File: config.mk
export PLATFORM = sky130hd
export DESIGN_NAME = bank_ctrl
export DESIGN_NICKNAME = d
export VERILOG_FILES = /design/src/dram_pkg.sv /design/src/bank_ctrl.sv
export VERILOG_INCLUDE_DIRS = /design/src /design/src/src
export SDC_FILE = /design/constraint.sdc
export NUM_CORES = 1
export LEC_CHECK = 0
export CAP_MARGIN = 20
export CORE_ASPECT_RATIO = 1.4
export CORE_UTILIZATION = 50
export CTS_CLUSTER_DIAMETER = 150
export DETAILED_ROUTE_END_ITERATION = 10
export DONT_BUFFER_PORTS = 1
export PLACE_DENSITY = 0.62
export SYNTH_ARGS = -nofsm -noshare
export SYNTH_HDL_FRONTEND = slang
export SYNTH_SLANG_ARGS = --single-unit
File: constraint.sdc
create_clock -name clk -period 2.6 [get_ports clk]
set_input_delay 0.39 -clock clk [delete_from_list [all_inputs] [get_ports clk]]
set_output_delay 0.39 -clock clk [all_outputs]
set_load 0.03 [all_outputs]
File: src/dram_macros.svh
`ifndef DRAM_MACROS_SVH
`define DRAM_MACROS_SVH

// Data bus
`define DQ_WIDTH   16 // One word per access

// Command and address pins
`define ADDR_WIDTH 17 // A[16:0]
`define BG_WIDTH   1  // Bank group pins
`define BA_WIDTH   1  // Bank pins

// Array geometry
`define ROW_WIDTH  4 // Row bits kept from A[3:0] on ACT
`define COL_WIDTH  4 // Column bits from A[3:0] on RD and WR
`define NUM_BANKS  4 // Two groups of two banks

// Bank spacing in clock cycles
`define T_RCD      3 // ACT to RD or WR
`define T_RP       3 // PRE to ACT

// Data latencies in clock cycles
`define CL         5 // RD edge to dq_out
`define CWL        4 // WR edge to dq_in sample

`endif

File: src/dram_pkg.sv
`include "dram_macros.svh"

package dram_pkg;

  // Decoded command, one per cycle
  typedef enum logic [2:0]
  {
    NOP  = 3'd0, // Also deselect and parity reject
    ACT  = 3'd1, // Open a row
    RD   = 3'd2, // Column read
    WR   = 3'd3, // Column write
    PRE  = 3'd4, // Close one bank
    PREA = 3'd5  // Close every open bank
  } dram_cmd_e;

  // Per-bank life cycle
  typedef enum logic [1:0]
  {
    IDLE    = 2'd0, // Precharged, ACT allowed
    OPENING = 2'd1, // Waiting out tRCD
    OPEN    = 2'd2, // Row open, RD/WR/PRE allowed
    CLOSING = 2'd3  // Waiting out tRP
  } bank_state_e;

  // Bank group in the upper bits
  typedef logic [`BG_WIDTH+`BA_WIDTH-1:0] bank_id_t;

  typedef logic [`DQ_WIDTH-1:0] dq_word_t;

  // Array address of one access
  typedef struct packed
  {
    bank_id_t               bank;
    logic [`ROW_WIDTH-1:0]  row; // Open row of that bank
    logic [`COL_WIDTH-1:0]  col;
  } wr_req_t;

endpackage

File: src/bank_ctrl.sv
`timescale 1ns/1ps
`include "dram_macros.svh"

module bank_ctrl
  import dram_pkg::*;
(
  input  logic                   clk,
  input  logic                   rst_n,
  input  dram_cmd_e              cmd,
  input  bank_id_t               bank,
  input  logic [`ADDR_WIDTH-1:0] a,
  input  logic                   par_err,
  output logic                   rd_en,
  output logic                   wr_en,
  output wr_req_t                req,
  output logic                   illegal_cmd,
  output logic                   alert
);

  // Wide enough for the longer of the two spacings
  localparam int T_MAX = (`T_RCD > `T_RP) ? `T_RCD : `T_RP;
  localparam int CNT_W = $clog2(T_MAX + 1);

  bank_state_e             state_q [`NUM_BANKS];
  logic [`ROW_WIDTH-1:0]   row_q   [`NUM_BANKS]; // Row latched on ACT
  logic [CNT_W-1:0]        cnt_q   [`NUM_BANKS]; // Cycles left in OPENING/CLOSING

  bank_state_e             sel_state; // State of the addressed bank
  logic                    illegal;
  logic                    act_go;
  logic                    pre_go;
  logic [`NUM_BANKS-1:0]   load_rcd; // Start tRCD countdown
  logic [`NUM_BANKS-1:0]   load_rp;  // Start tRP countdown

  assign sel_state = state_q[bank];

  // Legality against the addressed bank
  always_comb
  begin
    case (cmd)
      ACT:         illegal = (sel_state != IDLE);
      RD, WR, PRE: illegal = (sel_state != OPEN);
      default:     illegal = 1'b0; // NOP and PREA
    endcase
  end

  assign act_go = (cmd == ACT) && (sel_state == IDLE);
  assign pre_go = (cmd == PRE) && (sel_state == OPEN);
  assign rd_en  = (cmd == RD) && (sel_state == OPEN);
  assign wr_en  = (cmd == WR) && (sel_state == OPEN);

  always_comb
  begin
    for (int i = 0; i < `NUM_BANKS; i++)
    begin
      load_rcd[i] = act_go && (bank == bank_id_t'(i));
      load_rp[i]  = (pre_go && (bank == bank_id_t'(i))) ||
                    ((cmd == PREA) && (state_q[i] == OPEN)); // PREA skips non-open banks
    end
  end

  // Address for the array and the write delay line
  assign req.bank = bank;
  assign req.row  = row_q[bank];
  assign req.col  = a[`COL_WIDTH-1:0];

  // Bank FSMs
  always_ff @(posedge clk)
  begin
    if (!rst_n)
    begin
      for (int i = 0; i < `NUM_BANKS; i++)
      begin
        state_q[i] <= IDLE;
        cnt_q[i]   <= '0;
      end
    end
    else
    begin
      for (int i = 0; i < `NUM_BANKS; i++)
      begin
        case (state_q[i])
          IDLE:
          begin
            if (load_rcd[i])
            begin
              state_q[i] <= OPENING;
              cnt_q[i]   <= CNT_W'(`T_RCD - 1);
            end
          end
          OPENING:
          begin
            if (cnt_q[i] == CNT_W'(1))
              state_q[i] <= OPEN; // Access legal from the next edge
            cnt_q[i] <= cnt_q[i] - 1'b1;
          end
          OPEN:
          begin
            if (load_rp[i])
            begin
              state_q[i] <= CLOSING;
              cnt_q[i]   <= CNT_W'(`T_RP - 1);
            end
          end
          default: // CLOSING
          begin
            if (cnt_q[i] == CNT_W'(1))
              state_q[i] <= IDLE;
            cnt_q[i] <= cnt_q[i] - 1'b1;
          end
        endcase
      end
    end
  end

  always_ff @(posedge clk)
  begin
    for (int i = 0; i < `NUM_BANKS; i++)
      if (load_rcd[i])
        row_q[i] <= a[`ROW_WIDTH-1:0];
  end

  // Error pulses one cycle after the command
  always_ff @(posedge clk)
  begin
    if (!rst_n)
    begin
      illegal_cmd <= 1'b0;
      alert       <= 1'b0;
    end
    else
    begin
      illegal_cmd <= illegal;
      alert       <= par_err;
    end
  end

  // Counters start only from a settled bank
  for (genvar g = 0; g < `NUM_BANKS; g++)
  begin : g_cnt_chk
    cnt_load_idle: assert property (@(posedge clk) disable iff (!rst_n)
      (load_rcd[g] || load_rp[g]) |-> (cnt_q[g] == '0));
  end

  rd_wr_excl: assert property (@(posedge clk) disable iff (!rst_n) !(rd_en && wr_en));

  // A NOP can never be flagged
  no_illegal_nop: assert property (@(posedge clk) disable iff (!rst_n)
    illegal_cmd |-> ($past(cmd) != NOP));

endmodule

== Word level (Yosys, flattened, before mapping) ==
Memory sizes are Yosys's and may differ from the RTL's.
Index checks and enable logic that the tools add are counted.

* Bits in writable memories: 32
* Memories kept: 3
* Output and inout port bits: 14
* Bits in registers: 2

{| class="wikitable"
|+ Memories
! memory !! words !! width !! read ports !! clocked after Yosys merged registers in !! wr ports !! line !! text
|-
| row_q || 4 || 4 || 1 || 0 || 1 || bank_ctrl.sv:25 || <nowiki>logic [`ROW_WIDTH-1:0] row_q [`NUM_BANKS];</nowiki>
|-
| cnt_q || 4 || 2 || 4 || 0 || 4 || bank_ctrl.sv:26 || <nowiki>logic [CNT_W-1:0] cnt_q [`NUM_BANKS];</nowiki>
|-
| state_q || 4 || 2 || 5 || 0 || 4 || bank_ctrl.sv:24 || <nowiki>bank_state_e state_q [`NUM_BANKS];</nowiki>
|}

* $add $sub $neg: 4
* Reductions and logical operators: 35
* Multiplexer cells: 131
* Bitwise logic cells: 32
* Equality and inequality tests: 22

{| class="wikitable"
|+ Operators by type and width
! kind !! count
|-
| two-way mux 1 bit || 92
|-
| two-way mux 2 bit || 35
|-
| OR 1 bit || 32
|-
| equality test 2 x 1 -> 1 bit (second input constant) || 9
|-
| logical AND 1 bit || 16
|-
| OR reduction 3 bit || 5
|-
| equality test 2 bit (second input constant) || 7
|-
| zero test 2 bit || 6
|-
| two-way mux 4 bit || 3
|-
| OR reduction 4 bit || 3
|-
| subtractor 2 x 1 -> 2 bit (second input constant) || 4
|-
| equality test 3 x 2 -> 1 bit (second input constant) || 2
|-
| equality test 3 bit (second input constant) || 2
|-
| logical OR 1 bit || 4
|-
| equality test 3 x 1 -> 1 bit (second input constant) || 1
|-
| != test 2 bit (second input constant) || 1
|-
| case mux 1 bit (2 select lines) || 1
|-
| nonzero test 2 bit || 1
|}

== Depth between registers and ports, before layout ==
An unclocked memory read counts as a cell.

* Depth in word-level cells: 12
* Gate-level depth with buffers: 6

== Worst setup path before layout ==
Ideal clock, no wire load.

* Path kind: flip-flop to output port
* Start: mem state_q[2][0] in the netlist's numbering
* End: out rd_en
* Data arrival time: 1.865 ns
* Data required time: 2.210 ns
* Buffers on the path: 1
* Setup slack: 0.345 ns
* Cell stages (with the launch flop): 6
* Cells stage by stage: edfxtp_1 -> buf_4 -> mux4_2 -> nor2b_1 -> nand2_1 -> nor3_1

{| class="wikitable"
|+ RTL lines
! element !! line !! text
|-
| from (decl) || bank_ctrl.sv:24 ||
|-
| to (decl) || bank_ctrl.sv:13 || <nowiki>output logic rd_en,</nowiki>
|}

==> flow_summary_export.csv <==
group,metric,value,unit
cells_and_area,drive_above_1_share,16.31,%
routing,vias,1107,
global_routing,grt_pass1_vias,1109,
sta,fin_worst_skew,6.307,ps
synthesis,synth_area_per_cell,12.77,um2
power,clkPwrFrac,33.0,%
sta,fmax,412.3,MHz
synthesis,yosysWarnings,0,
routing,wl_per_cell,17.06,um
clock_tree,cts_root_buffer,"clkbuf_8",
floorplanning,initial_core_util,52.44,%
clock_tree,htree_levels,2,
global_routing,gr-total-overflow,0,
placed_design,dpl_cell_area,0.001780,mm2
worst_hold_path,min_to,"row_q[0][3]",
setup_path,crit_type,"reg2out",
synthesis,syn_nets,169,
worst_hold_path,min_from,"a[3]",
clock_tree,cts_hold_buffers,0,
global_routing,grt_max_degree,28,
sta,final-hold-violation-count,0,
power,internal-power,856.4,uW
setup_path,ff2ff_path_depth,5,
sta,setup_viol,0,
global_routing,grt_pass1_wl,4995,um
setup_path,worstPathMaxFanout,9,
setup_path,crit_family,"flip-flops",
synthesis,synth_flop_cell,"edfxtp_1",
setup_path,path_cells,"mux4_2 -> nor2b_1 -> nand2_1 -> nor3_1 -> buf_4",
routing,drt_iter0_markers,42,
routing,first_pass_iters,4,
synthesis,yosysSeqAreaShare,55.98,%
clock_tree,post_cts_buffers,0,
setup_path,r2r_end,"state_q[0][1]",
cells_and_area,nNetsFinal,169,
synthesis,syn_area,0.001788,mm2
synthesis,synth_seq_cells,34,
synthesis,synth_edf_count,32,
power,max-vdd-ir-drop,354.4,uV
clock_tree,cts_sinks,34,
cells_and_area,antenna_cells,0,
routing,route.met3.wl,187,um
clock_tree,cts_tree,"yes",
floorplanning,die_h,72.76,um
routing,drc,0,
sta,slew_viol_final,0,
routing,highest_layer,"met4",
sta,rsz0062_at_grt,"no",
clock_tree,ctsResizeCount,0,
cells_and_area,final_cell_mix,"edfxtp_1 (32), nand2_1 (9), inv_1 (7), nor2_1 (7)",
floorplanning,rows,25,
sta,min_period_over_period,93.29,%
floorplanning,ios,39,
placed_design,finalWeightedCongestion,0.7677,
power,p_per_area,596.1,mW/mm2
cells_and_area,layout_commonest_cell,"edfxtp_1",
routing,postRouteAntennaNets,0,
power,p_sw,253.5,uW
setup_path,path_buf_inv,1,
synthesis,ys_types,39,
floorplanning,dieArea,0.003823,mm2
sta,setup_tns,0,ps
placed_design,hpwl,2201,um
setup_path,timing.rr.start,"state_q[0][0]",
global_routing,grt_usage,18.37,%
routing,wl,3088,um
outcome,status,"finished clean",
setup_path,cp-end-kind,"primary output",
clock_tree,clk_pin_slew,70,ps
routing,wl_met1,1212,um
clock_tree,cts_max_path_buffers,2,
sta,min_period,2425,ps
setup_path,worstPathRequired,2210,ps
cells_and_area,fin_area,0.001862,mm2
setup_path,crit_slowest_cell,"edfxtp_1",
clock_tree,insertion_delay,280,ps
worst_hold_path,whs_path_depth,0,
power,p_comb_share,8.4,%
power,netSwitchingFraction,22.84,%
setup_path,r2r_slack,800,ps
placed_design,port_buffers,0,
power,power_leakage,0.0006758,uW
setup_path,arrival,2040,ps
global_routing,grt_antenna_before_repair,0,
clock_tree,cts_buffers,5,
job,drv_cap,0,
routing,route.met2.wl,1635,um
setup_path,slowest_delay,530,ps
floorplanning,core,0.003410,mm2
worst_hold_path,hold_class,"in2reg",
sta,tightestPinTransition,393.1,ps
synthesis,async_reset_ff_share,0,%
cells_and_area,area_delta_synth_final,4.129,%
sta,max_slew_margin,73.69,%
synthesis,synth_cells,140,
power,p_seq_share,58.7,%
setup_path,cp-start-kind,"register",
floorplanning,die_width,52.54,um
routing,via_per_inst,6.116,
## area by class of cell
type                       count  area [um2]
tap                           40       50.05
inverter                       7       26.28
fill                         290        1548
timing repair buffer           4       30.03
clock inverter                 2       8.758
sequential                    34        1001
multi-input combinational     88       673.1
clock buffer                   6       72.57
## layer usage
metal	up-vias	GRT usage, %
li1	522	-
met1	544	20.38
met2	35	31.08
met3	6	6.458
met4	0	7.895
met5	-	0
## metrics by stage
step	power (uW)	utilization [%]	hold WS, ps	cells	worst slack [ps]
floorplan	763.3	-	488.9	140	345.2
global placement	749.1	52.22	489.3	173	535.4
detailed placement	755.4	52.22	489.2	173	512.7
CTS	1119	54.61	194.4	181	161.1
global route	1156	54.61	185.5	181	118.7
finish	1110	54.61	199.4	181	174.6
## flip-flops by register name, summed over array words and instances (netlist names)
signal and flops:
alert 1, cnt_q 8, illegal_cmd 1, row_q 16, state_q 8
## how the worst max path moves through the flow
stage	depth (start not counted)	start	endpoint	slack, ps
floorplan	5	state_q[2][0]	rd_en	350
global placement	5	state_q[2][0]	rd_en	540
detailed placement	5	state_q[2][0]	rd_en	510
CTS	5	state_q[2][0]	wr_en	160
global route	5	state_q[2][0]	wr_en	120
finish	5	state_q[2][0]	wr_en	170
## Yosys cell counts, types with 2 or more instances
cell       n  area (um2)
mux4_2     6       135.1
o211ai_1   2       15.01
clkbuf_8   2       27.53
edfxtp_1  32       960.9
buf_4      7       52.55
nor2b_1    2       12.51
nor3b_1    5       37.54
a21oi_1    4       20.02
nand3b_1   3       22.52
a21o_1     4       30.03
dfxtp_1    2       40.04
and3b_1    2       17.52
nor2_1     7       26.28
and2_1     5       31.28
nand3_1    4       20.02
o21ai_0    6       30.03
nand2_1    9       33.78
ha_1       4       50.05
clkbuf_1   2       7.510
a211oi_1   2       15.01
nor3_1     6       30.03
inv_1      7       26.28
## power groups by stage
stage	registers, uW	clock network, uW	logic [uW]
finish	651	366	92.7
global route	654	397	104
CTS	651	375	93.3
detailed placement	663	0	92.3
global placement	661	0	87.6
floorplan	654	0	109
## logic make-up after synthesis
kind of cell | synth area share (%)
muxes | 7.558
buffers and inverters | 6.369
adders and majority gates | 2.799
and+or+nand+nor | 18.41
AOI/OAI and AO/OA | 8.888
DFF | 55.98
## worst register-to-register path, cell delays in order (launching register included)
cell	delay, ps
edfxtp_1	490
or3_1	400
nor3_1	190
buf_4	190
o21bai_1	100
nand3_1	140
Note: power is estimated with default switching activity, not from simulation.
