### config.mk
export PLATFORM = sky130hd
export DESIGN_NAME = cmd_decoder
export DESIGN_NICKNAME = d
export VERILOG_FILES = /design/src/dram_pkg.sv /design/src/cmd_decoder.sv
export VERILOG_INCLUDE_DIRS = /design/src /design/src/src
export SDC_FILE = /design/constraint.sdc
export NUM_CORES = 1
export LEC_CHECK = 0
export BUFFER_PORTS_ARGS = -buffer_cell sky130_fd_sc_hd__buf_4
export CAP_MARGIN = 5
export CORE_AREA = 2 2 39 41
export DETAILED_ROUTE_END_ITERATION = 8
export DIE_AREA = 0 0 41 43
export GPL_TIMING_DRIVEN = 0
export PLACE_DENSITY = 0.66
export SYNTH_ARGS = -nofsm -noshare
export SYNTH_HDL_FRONTEND = slang
export SYNTH_SLANG_ARGS = --single-unit
### constraint.sdc
create_clock -name vclk -period 2.16
set_input_delay 0.108 -clock vclk [all_inputs]
set_output_delay 0.108 -clock vclk [all_outputs]
set_load 0.01 [all_outputs]
### src/dram_macros.svh
`ifndef DRAM_MACROS_SVH
`define DRAM_MACROS_SVH

// Data bus
`define DQ_WIDTH   16 // One word per access

// Command and address pins
`define ADDR_WIDTH 17 // A[16:0]
`define BG_WIDTH   1  // Bank group pins
`define BA_WIDTH   1  // Bank pins

// Array geometry
`define ROW_WIDTH  4 // Row bits kept from A[3:0] on ACT
`define COL_WIDTH  4 // Column bits from A[3:0] on RD and WR
`define NUM_BANKS  4 // Two groups of two banks

// Bank spacing in clock cycles
`define T_RCD      3 // ACT to RD or WR
`define T_RP       3 // PRE to ACT

// Data latencies in clock cycles
`define CL         5 // RD edge to dq_out
`define CWL        4 // WR edge to dq_in sample

`endif

### src/dram_pkg.sv
`include "dram_macros.svh"

package dram_pkg;

  // Decoded command, one per cycle
  typedef enum logic [2:0]
  {
    NOP  = 3'd0, // Also deselect and parity reject
    ACT  = 3'd1, // Open a row
    RD   = 3'd2, // Column read
    WR   = 3'd3, // Column write
    PRE  = 3'd4, // Close one bank
    PREA = 3'd5  // Close every open bank
  } dram_cmd_e;

  // Per-bank life cycle
  typedef enum logic [1:0]
  {
    IDLE    = 2'd0, // Precharged, ACT allowed
    OPENING = 2'd1, // Waiting out tRCD
    OPEN    = 2'd2, // Row open, RD/WR/PRE allowed
    CLOSING = 2'd3  // Waiting out tRP
  } bank_state_e;

  // Bank group in the upper bits
  typedef logic [`BG_WIDTH+`BA_WIDTH-1:0] bank_id_t;

  typedef logic [`DQ_WIDTH-1:0] dq_word_t;

  // Array address of one access
  typedef struct packed
  {
    bank_id_t               bank;
    logic [`ROW_WIDTH-1:0]  row; // Open row of that bank
    logic [`COL_WIDTH-1:0]  col;
  } wr_req_t;

endpackage

### src/cmd_decoder.sv
`timescale 1ns/1ps
`include "dram_macros.svh"

module cmd_decoder
  import dram_pkg::*;
(
  input  logic                   act_n,
  input  logic [`ADDR_WIDTH-1:0] a,
  input  logic [`BG_WIDTH-1:0]   bg,
  input  logic [`BA_WIDTH-1:0]   ba,
  input  logic                   cs_n,
  input  logic                   cke,
  input  logic                   parity,
  output dram_cmd_e              cmd,
  output bank_id_t               bank,
  output logic                   par_err
);

  logic       selected;  // Device addressed this cycle
  logic       par_calc;  // Even parity over the command pins
  logic [2:0] op_bits;   // RAS/CAS/WE positions of A
  dram_cmd_e  raw_cmd;   // Before the parity gate

  assign selected = !cs_n && cke;
  assign par_calc = ^{act_n, a, bg, ba};
  assign par_err  = selected && (parity != par_calc);

  assign op_bits = a[`ADDR_WIDTH-1 -: 3]; // A16 A15 A14

  always_comb
  begin
    raw_cmd = NOP;
    if (!act_n)
      raw_cmd = ACT; // A carries the row
    else
    begin
      case (op_bits)
        3'b101:  raw_cmd = RD;
        3'b100:  raw_cmd = WR;
        3'b010:  raw_cmd = a[10] ? PREA : PRE; // A10 picks all banks
        default: raw_cmd = NOP;
      endcase
    end
  end

  // Rejected on deselect or bad parity
  assign cmd  = (selected && !par_err) ? raw_cmd : NOP;
  assign bank = {bg, ba};

endmodule

# Word-level counts from Yosys, hierarchy flattened
# Index checks and enable logic that the tools add are counted.
# classes
n_eq_ne	4
n_addsub	0
n_mux	4
n_mul	0
reduce_logical	6
shift	0
n_div	0
n_bitwise	0
order_cmp	0
# op_table
operator	n
XOR reduction 20 bit	1
case mux 3 bit (3 select lines)	1
== test 3 bit, second input constant	2
two-way mux 3 bit	2
== test 3 x 2 -> 1 bit, second input constant	1
logical AND 1 bit	3
logical NOT 1 bit	2
two-way mux 1 bit	1
inequality test 1 bit	1
# totals
mem_bits_rw	0
in_bits	23
latch_bits	0
memories	0
register_bits	0
mem_bits_ro	0

# Logic depth before layout (Yosys ltp)
# Gate-level depths: netlist of the first run.
# depth
ltp_word	6
mapped_depth	7
mapped_depth_nobuf	7

# Least setup slack after synthesis of the first run
# OpenSTA, ideal clock, no wires.
# synth_timing
kind	input port to output port
from	input a[14]
to	output cmd[2]
slack_ns	0.567
t_arrival_ns	1.485
n_path_buf	0
required_ns	2.052
path_stages	7
path_cell_list	inv_1 ha_1 xnor2_1 xnor2_1 xnor3_2 xnor2_2 nor3_1
# synth_between
elab_chain_cells	6
elab_cells_between_ends	11
# synth_rtl
element	line	source
from (decl)	cmd_decoder.sv:8	input logic [`ADDR_WIDTH-1:0] a,
XOR reduction 20 bit	cmd_decoder.sv:25	assign par_calc = ^{act_n, a, bg, ba};
inequality test 1 bit	cmd_decoder.sv:26	assign par_err = selected && (parity != par_calc);
logical AND 1 bit	cmd_decoder.sv:26	
logical NOT 1 bit	cmd_decoder.sv:47	assign cmd = (selected && !par_err) ? raw_cmd : NOP;
logical AND 1 bit	cmd_decoder.sv:47	
two-way mux 3 bit (*)	cmd_decoder.sv:47	
to (decl)	cmd_decoder.sv:14	output dram_cmd_e cmd,
# Every way passes the cells marked *; elsewhere a longest branch is shown, timed or not.

# Final worst setup path of the first run
# layout_timing
from	input a[14]
to	output par_err
# layout_between
elab_chain_cells	3
# layout_rtl
element	line	source
XOR reduction 20 bit	cmd_decoder.sv:25	
inequality test 1 bit	cmd_decoder.sv:26	
logical AND 1 bit	cmd_decoder.sv:26	
to (decl)	cmd_decoder.sv:16	output logic par_err
# No other way between the ends.

==> run metrics, run 1 <==
outcome=finished, final reports clean; hold-fix buffers at CTS=0; placed cell count=81; Core Area=0.00138 mm^2; Largest stage delay, worst path=0.30 ns; hold path start=bg; drt wl/cell=8.40 um; Pleak=0.272 nW; worst path buffer plus inverter count=3; fin util=39.8%; first-pass GRT wire length=1040 um; critical path arrival=1.66 ns; sequential area share after synthesis=0%; WP data required=2.05 ns; FF/Latch Area=0 um^2; grt total ovfl=0; actual slew at the worst max-slew pin=0.260 ns; GP Congestion=0.596; fmax=566 MHz; NumNets Final=93; worst-path cell chain=buf_4, inv_1, ha_1, xnor2_1, xnor2_1, xnor3_2, xnor2_2, and2_1, buf_4; Synth Area in Adders=12.0%; setup ws final=0.394 ns; largest net degree at the start of global routing=6; vias per inst=4.09; # setup viols final=0; simple-gate share of the synthesized area=13.2%; placed instance area=551 um^2; Worst Hold Endpoint=bank[1]; # resized after CTS=0; DRT antenna net count=0; max_slew headroom=82.5%; synth unique cells=15; die area=0.00176 mm^2; Syn. warnings=0; top post-synthesis cells by area=xnor2_1 (34%), xnor2_2 (16%), ha_1 (12%), xnor3_2 (7.6%), xor2_1 (5.6%); Syn Nets=62; Compound-Gate Fraction of Synth Area=5.20%; Synth Area per Inst=8.69 um^2; clock buffer count=0; Yosys top cell area share=33.6%; worst hold slack=0.495 ns; PortBufs=29; CP max FO=4; Synth Cell Area=313 um^2; Die Y=43 um; commonest non-fill, non-tap cell in the layout=buf_4; RSZ-0062 raised after global routing=no; first-pass iteration count of the detailed router=1; Site Rows=14; Setup crit end kind=output pin; # IOs=29; crit path max-delay cell type=ha_1; Design Power=0.218 mW; Final Cell Area=551 um^2; Worst Path Class, Setup=in2out; n_diodes=0; vias in the first global route=307; final worst path period need=1.77 ns; worst hold path type=in2out; gr usage total=7.70%; Die X=41 um; Post-CTS Setup Bufs=0; Total Wirelength=680 um; Post-DP HPWL=628 um; largest family of logic cells by synthesized area=XOR/XNOR gates; xor and xnor area share after synthesis=62.4%; Initial Utilization=22.6%; hold depth=3; Fin Setup TNS=0 ns; largest area contributor in the netlist=xnor2_1; multiplexer share of the synthesized area=0%; initial drt markers=0; Final Hold Viols=0; pre-CTS setup slack=0.373 ns; number of sequential cells=0; DRC Markers=0; CP startpoint kind=input port; antenna violations before repair=0; Max-cap violations=0; Pins Over Slew Limit=0; synthesized instance count=36; layout cell share with drive strength beyond 1=53.8%; Top delay family on crit path=XOR/XNOR gates; maximum vdd drop=0.000180 V; fin cells=81; final worst path period share=81.8%; Cell Pwr Density=395 mW/mm^2; routed vias=331; P&R area growth vs syn=76.0%; most frequent cells in the layout=buf_4 (31), xnor2_1 (12), xnor2_2 (3), nand2_1 (3), ha_1 (3)
[worst max-delay path by stage]
stage                from  slack, ns       to  cells after the start
CTS                 a[14]       0.37  par_err                      9
global placement    a[14]       0.37  par_err                      9
detailed placement  a[14]       0.37  par_err                      9
global route        a[14]       0.23  par_err                      9
finish              a[14]       0.39  par_err                      9
floorplan           a[14]       0.57   cmd[2]                      7
[cells by family (layout without fill, tap and decap cells)]
family	count (synthesis)	in the layout
AO/OA/AOI/OAI	2	2
XOR/XNOR	18	18
adder cells (fa/ha/maj)	3	3
buffers and inverters	4	33
AND/OR/NAND/NOR	9	9
[where the power goes]
group          total (mW)  switching, mW  internal (mW)
clock network           0              0              0
registers               0              0              0
logic               0.218         0.0865          0.131
[metal layers]
metal,track usage (%),part of all wire (%),up-vias
met5,0,0,-
met4,0,0,0
met3,1.05,15,0
met2,14.7,46,20
met1,8.89,38,138
li1,-,-,173
[layout make-up]
cell class,instances,area [um^2]
buffer,2,15.0
tap,16,20.0
multi-input combinational,32,290
timing repair buffer,29,218
fill,155,833
inverter,2,7.51
[synth_stat cells]
cell / number
xnor2_2: 3
nand2_1: 3
o211ai_1: 1
xor2_1: 2
ha_1: 3
o2111ai_1: 1
inv_1: 2
and2_1: 1
buf_4: 2
xnor2_1: 12
nor3_1: 1
xnor3_2: 1
nor2_1: 2
nand3_1: 1
nor2b_1: 1
Note: power is estimated with default switching activity, not from simulation.
==> run 2, diff against run 1 <==
Settings changed: ABC_AREA set to 1, CORE_AREA 2 2 39 41 to unset, CORE_UTILIZATION set to 35, DIE_AREA 0 0 41 43 to unset, PLACE_DENSITY 0.66 to 0.78.
Clock period 2.16 ns to 1.6 ns, I/O delays scaled along.
==> run 2 against run 1 <==
  * Final cell count up 110%
  * Core utilization increased by 17 points
  * First-iteration DRC count rose by 15
  * Die area decreased by 1.3%
  * Global-route usage rose by 8.2 points
  * Count of clock-buffer cells in the layout is the same
  * Power down 0.90%
  * Sequential cell count is the same
  * Critical path type unchanged
==> run metrics, run 2 <==
pre-CTS setup slack=0.170 ns (-0.204 ns); critical path arrival=1.34 ns (-0.32 ns); Synth Cell Area=552 um^2 (+76%); first-pass iteration count of the detailed router=4 (+3); Post-CTS Setup Bufs=0 (unchanged); maximum vdd drop=0.000143 V (-20%); grt total ovfl=0 (unchanged); worst hold slack=0.447 ns (-0.0484 ns); first-pass GRT wire length=2420 um (+130%); Die Y=41.7 um (-3.0%); Die X=41.7 um (+1.7%); P&R area growth vs syn=42.9%; CP max FO=2 (-2); Core Area=0.00138 mm^2 (about the same); final worst path period share=88.6%; actual slew at the worst max-slew pin=0.189 ns (-0.0708 ns); DRT antenna net count=0 (unchanged); Synth Area per Inst=4.28 um^2 (-51%); Total Wirelength=1190 um (+75%); Switch Pwr=0.113 mW (+31%); Pleak=0.572 nW (+110%); gr usage total=15.9% (+8.2 points); die area=0.00174 mm^2 (-1.3%); clock buffer count=0 (unchanged); fin cells=173 (+110%); # IOs=29 (unchanged); n_diodes=0 (unchanged); layout cell share with drive strength beyond 1=20.9% (-33 points); setup ws final=0.182 ns (-0.212 ns); RSZ-0062 raised after global routing=no; placed instance area=788 um^2 (+43%); area of the multi-input gates=450 um^2 (+55%); Flop pwr share=0% (unchanged); Cell Pwr Density=274 mW/mm^2 (-31%); Clk network pwr share=0% (unchanged); Final Hold Viols=0 (unchanged); top post-synthesis cells by area=nand2_1 (57%), inv_1 (15%), ha_1 (6.8%), nor2_1 (5.4%), xnor2_1 (3.2%); critical path capture point=par_err; worst hold path type=in2out; Int Power=0.102 mW (-22%); # setup viols final=0 (unchanged); Fin Setup TNS=0 ns (unchanged); Initial Utilization=39.9% (+17 points); Yosys top cell area share=57.1% (+24 points); most numerous cell in the Yosys netlist=nand2_1; NumNets Final=186 (+100%); Final Cell Area=788 um^2 (+43%); Setup crit end kind=output pin; drt wl/cell=6.90 um (-18%); Net Sw Frac=52.5% (+13 points); routed vias=761 (+130%); initial drt markers=15 (+15); DRC Markers=0 (unchanged); WP data required=1.52 ns (-0.53 ns); Syn Nets=155 (+150%); fmax=705 MHz; commonest non-fill, non-tap cell in the layout=nand2_1; sequential area share after synthesis=0% (unchanged); synthesized instance count=129 (+260%); FF/Latch Area=0 um^2 (unchanged); Post-DP HPWL=1090 um (+73%); max_slew headroom=87.3% (+4.8 points); fillcell total=146 (-5.8%); largest net degree at the start of global routing=5 (-1); Design Power=0.216 mW (-0.90%); synth unique cells=13 (-2); placed cell count=173 (+110%); GP Congestion=0.759 (+27%); outcome=finished, final reports clean; PortBufs=29 (unchanged); vias per inst=4.40 (+7.6%); Syn. warnings=0 (unchanged); combinational group share of total power=100.0% (about the same); Site Rows=13 (-1); top post-synthesis cells by count=nand2_1 (84), inv_1 (22), nor2_1 (8); CP startpoint kind=input port; most frequent cells in the layout=nand2_1 (84), buf_4 (31), inv_1 (22); final worst path period need=1.42 ns; largest area contributor in the netlist=nand2_1; Worst Path Class, Setup=in2out; Pins Over Slew Limit=0 (unchanged); Max-cap violations=0 (unchanged); vias in the first global route=668 (+120%); antenna violations before repair=0 (unchanged); Worst Setup SP=a[14]; hold-fix buffers at CTS=0 (unchanged); # resized after CTS=0 (unchanged); fin util=57.0% (+17 points); number of sequential cells=0 (unchanged)
run 2: cell count changes after synthesis, moves of 3 or more:
cell	before	now
inv_1	2	22
nor2_1	2	8
xnor2_1	12	2
xnor2_2	3	0
nand2_1	3	84
run 2: kinds of logic after synthesis:
group | share of synthesized area [%]
buffers and inverters | 18.4
AND/OR/NAND/NOR | 66.2
XOR/XNOR | 4.76
adder cells (fa/ha/maj) | 6.80
AO/OA/AOI/OAI | 3.86
run 2: critical path, cell delays in order:
cell and delay [ns]:
buf_4 0.09, inv_1 0.05, ha_1 0.29, xor2_1 0.21, xnor2_1 0.16, nand3_1 0.13, a21boi_0 0.19, buf_4 0.15
run 2: layer usage:
layer	vias to the layer above	global-route usage (%)	wire length [um]
met1	317	19.0	514
met4	0	1.29	0
met3	0	0	30
li1	432	-	-
met2	12	32.2	649
met5	-	0	0
run 2: cell type report:
cell class | instances | share of cell area [%]
tap | 15 | 2.38
inverter | 23 | 11.0
timing repair buffer | 29 | 27.6
buffer | 2 | 1.90
multi-input combinational | 104 | 57.1
run 2: worst min-delay path by stage:
stage / startpoint / end / slack (ns) / depth (start not counted)
finish: bg / bank[1] / 0.45 / 3
global route: bg / bank[1] / 0.46 / 3
CTS: bg / bank[1] / 0.45 / 3
detailed placement: bg / bank[1] / 0.45 / 3
global placement: bg / bank[1] / 0.45 / 3
floorplan: ba / bank[0] / 0.25 / 1
run 2: power groups by stage:
stage	logic [mW]	clock network, mW	registers (mW)
CTS	0.218	0	0
finish	0.216	0	0
global route	0.252	0	0
floorplan	0.131	0	0
global placement	0.209	0	0
detailed placement	0.217	0	0
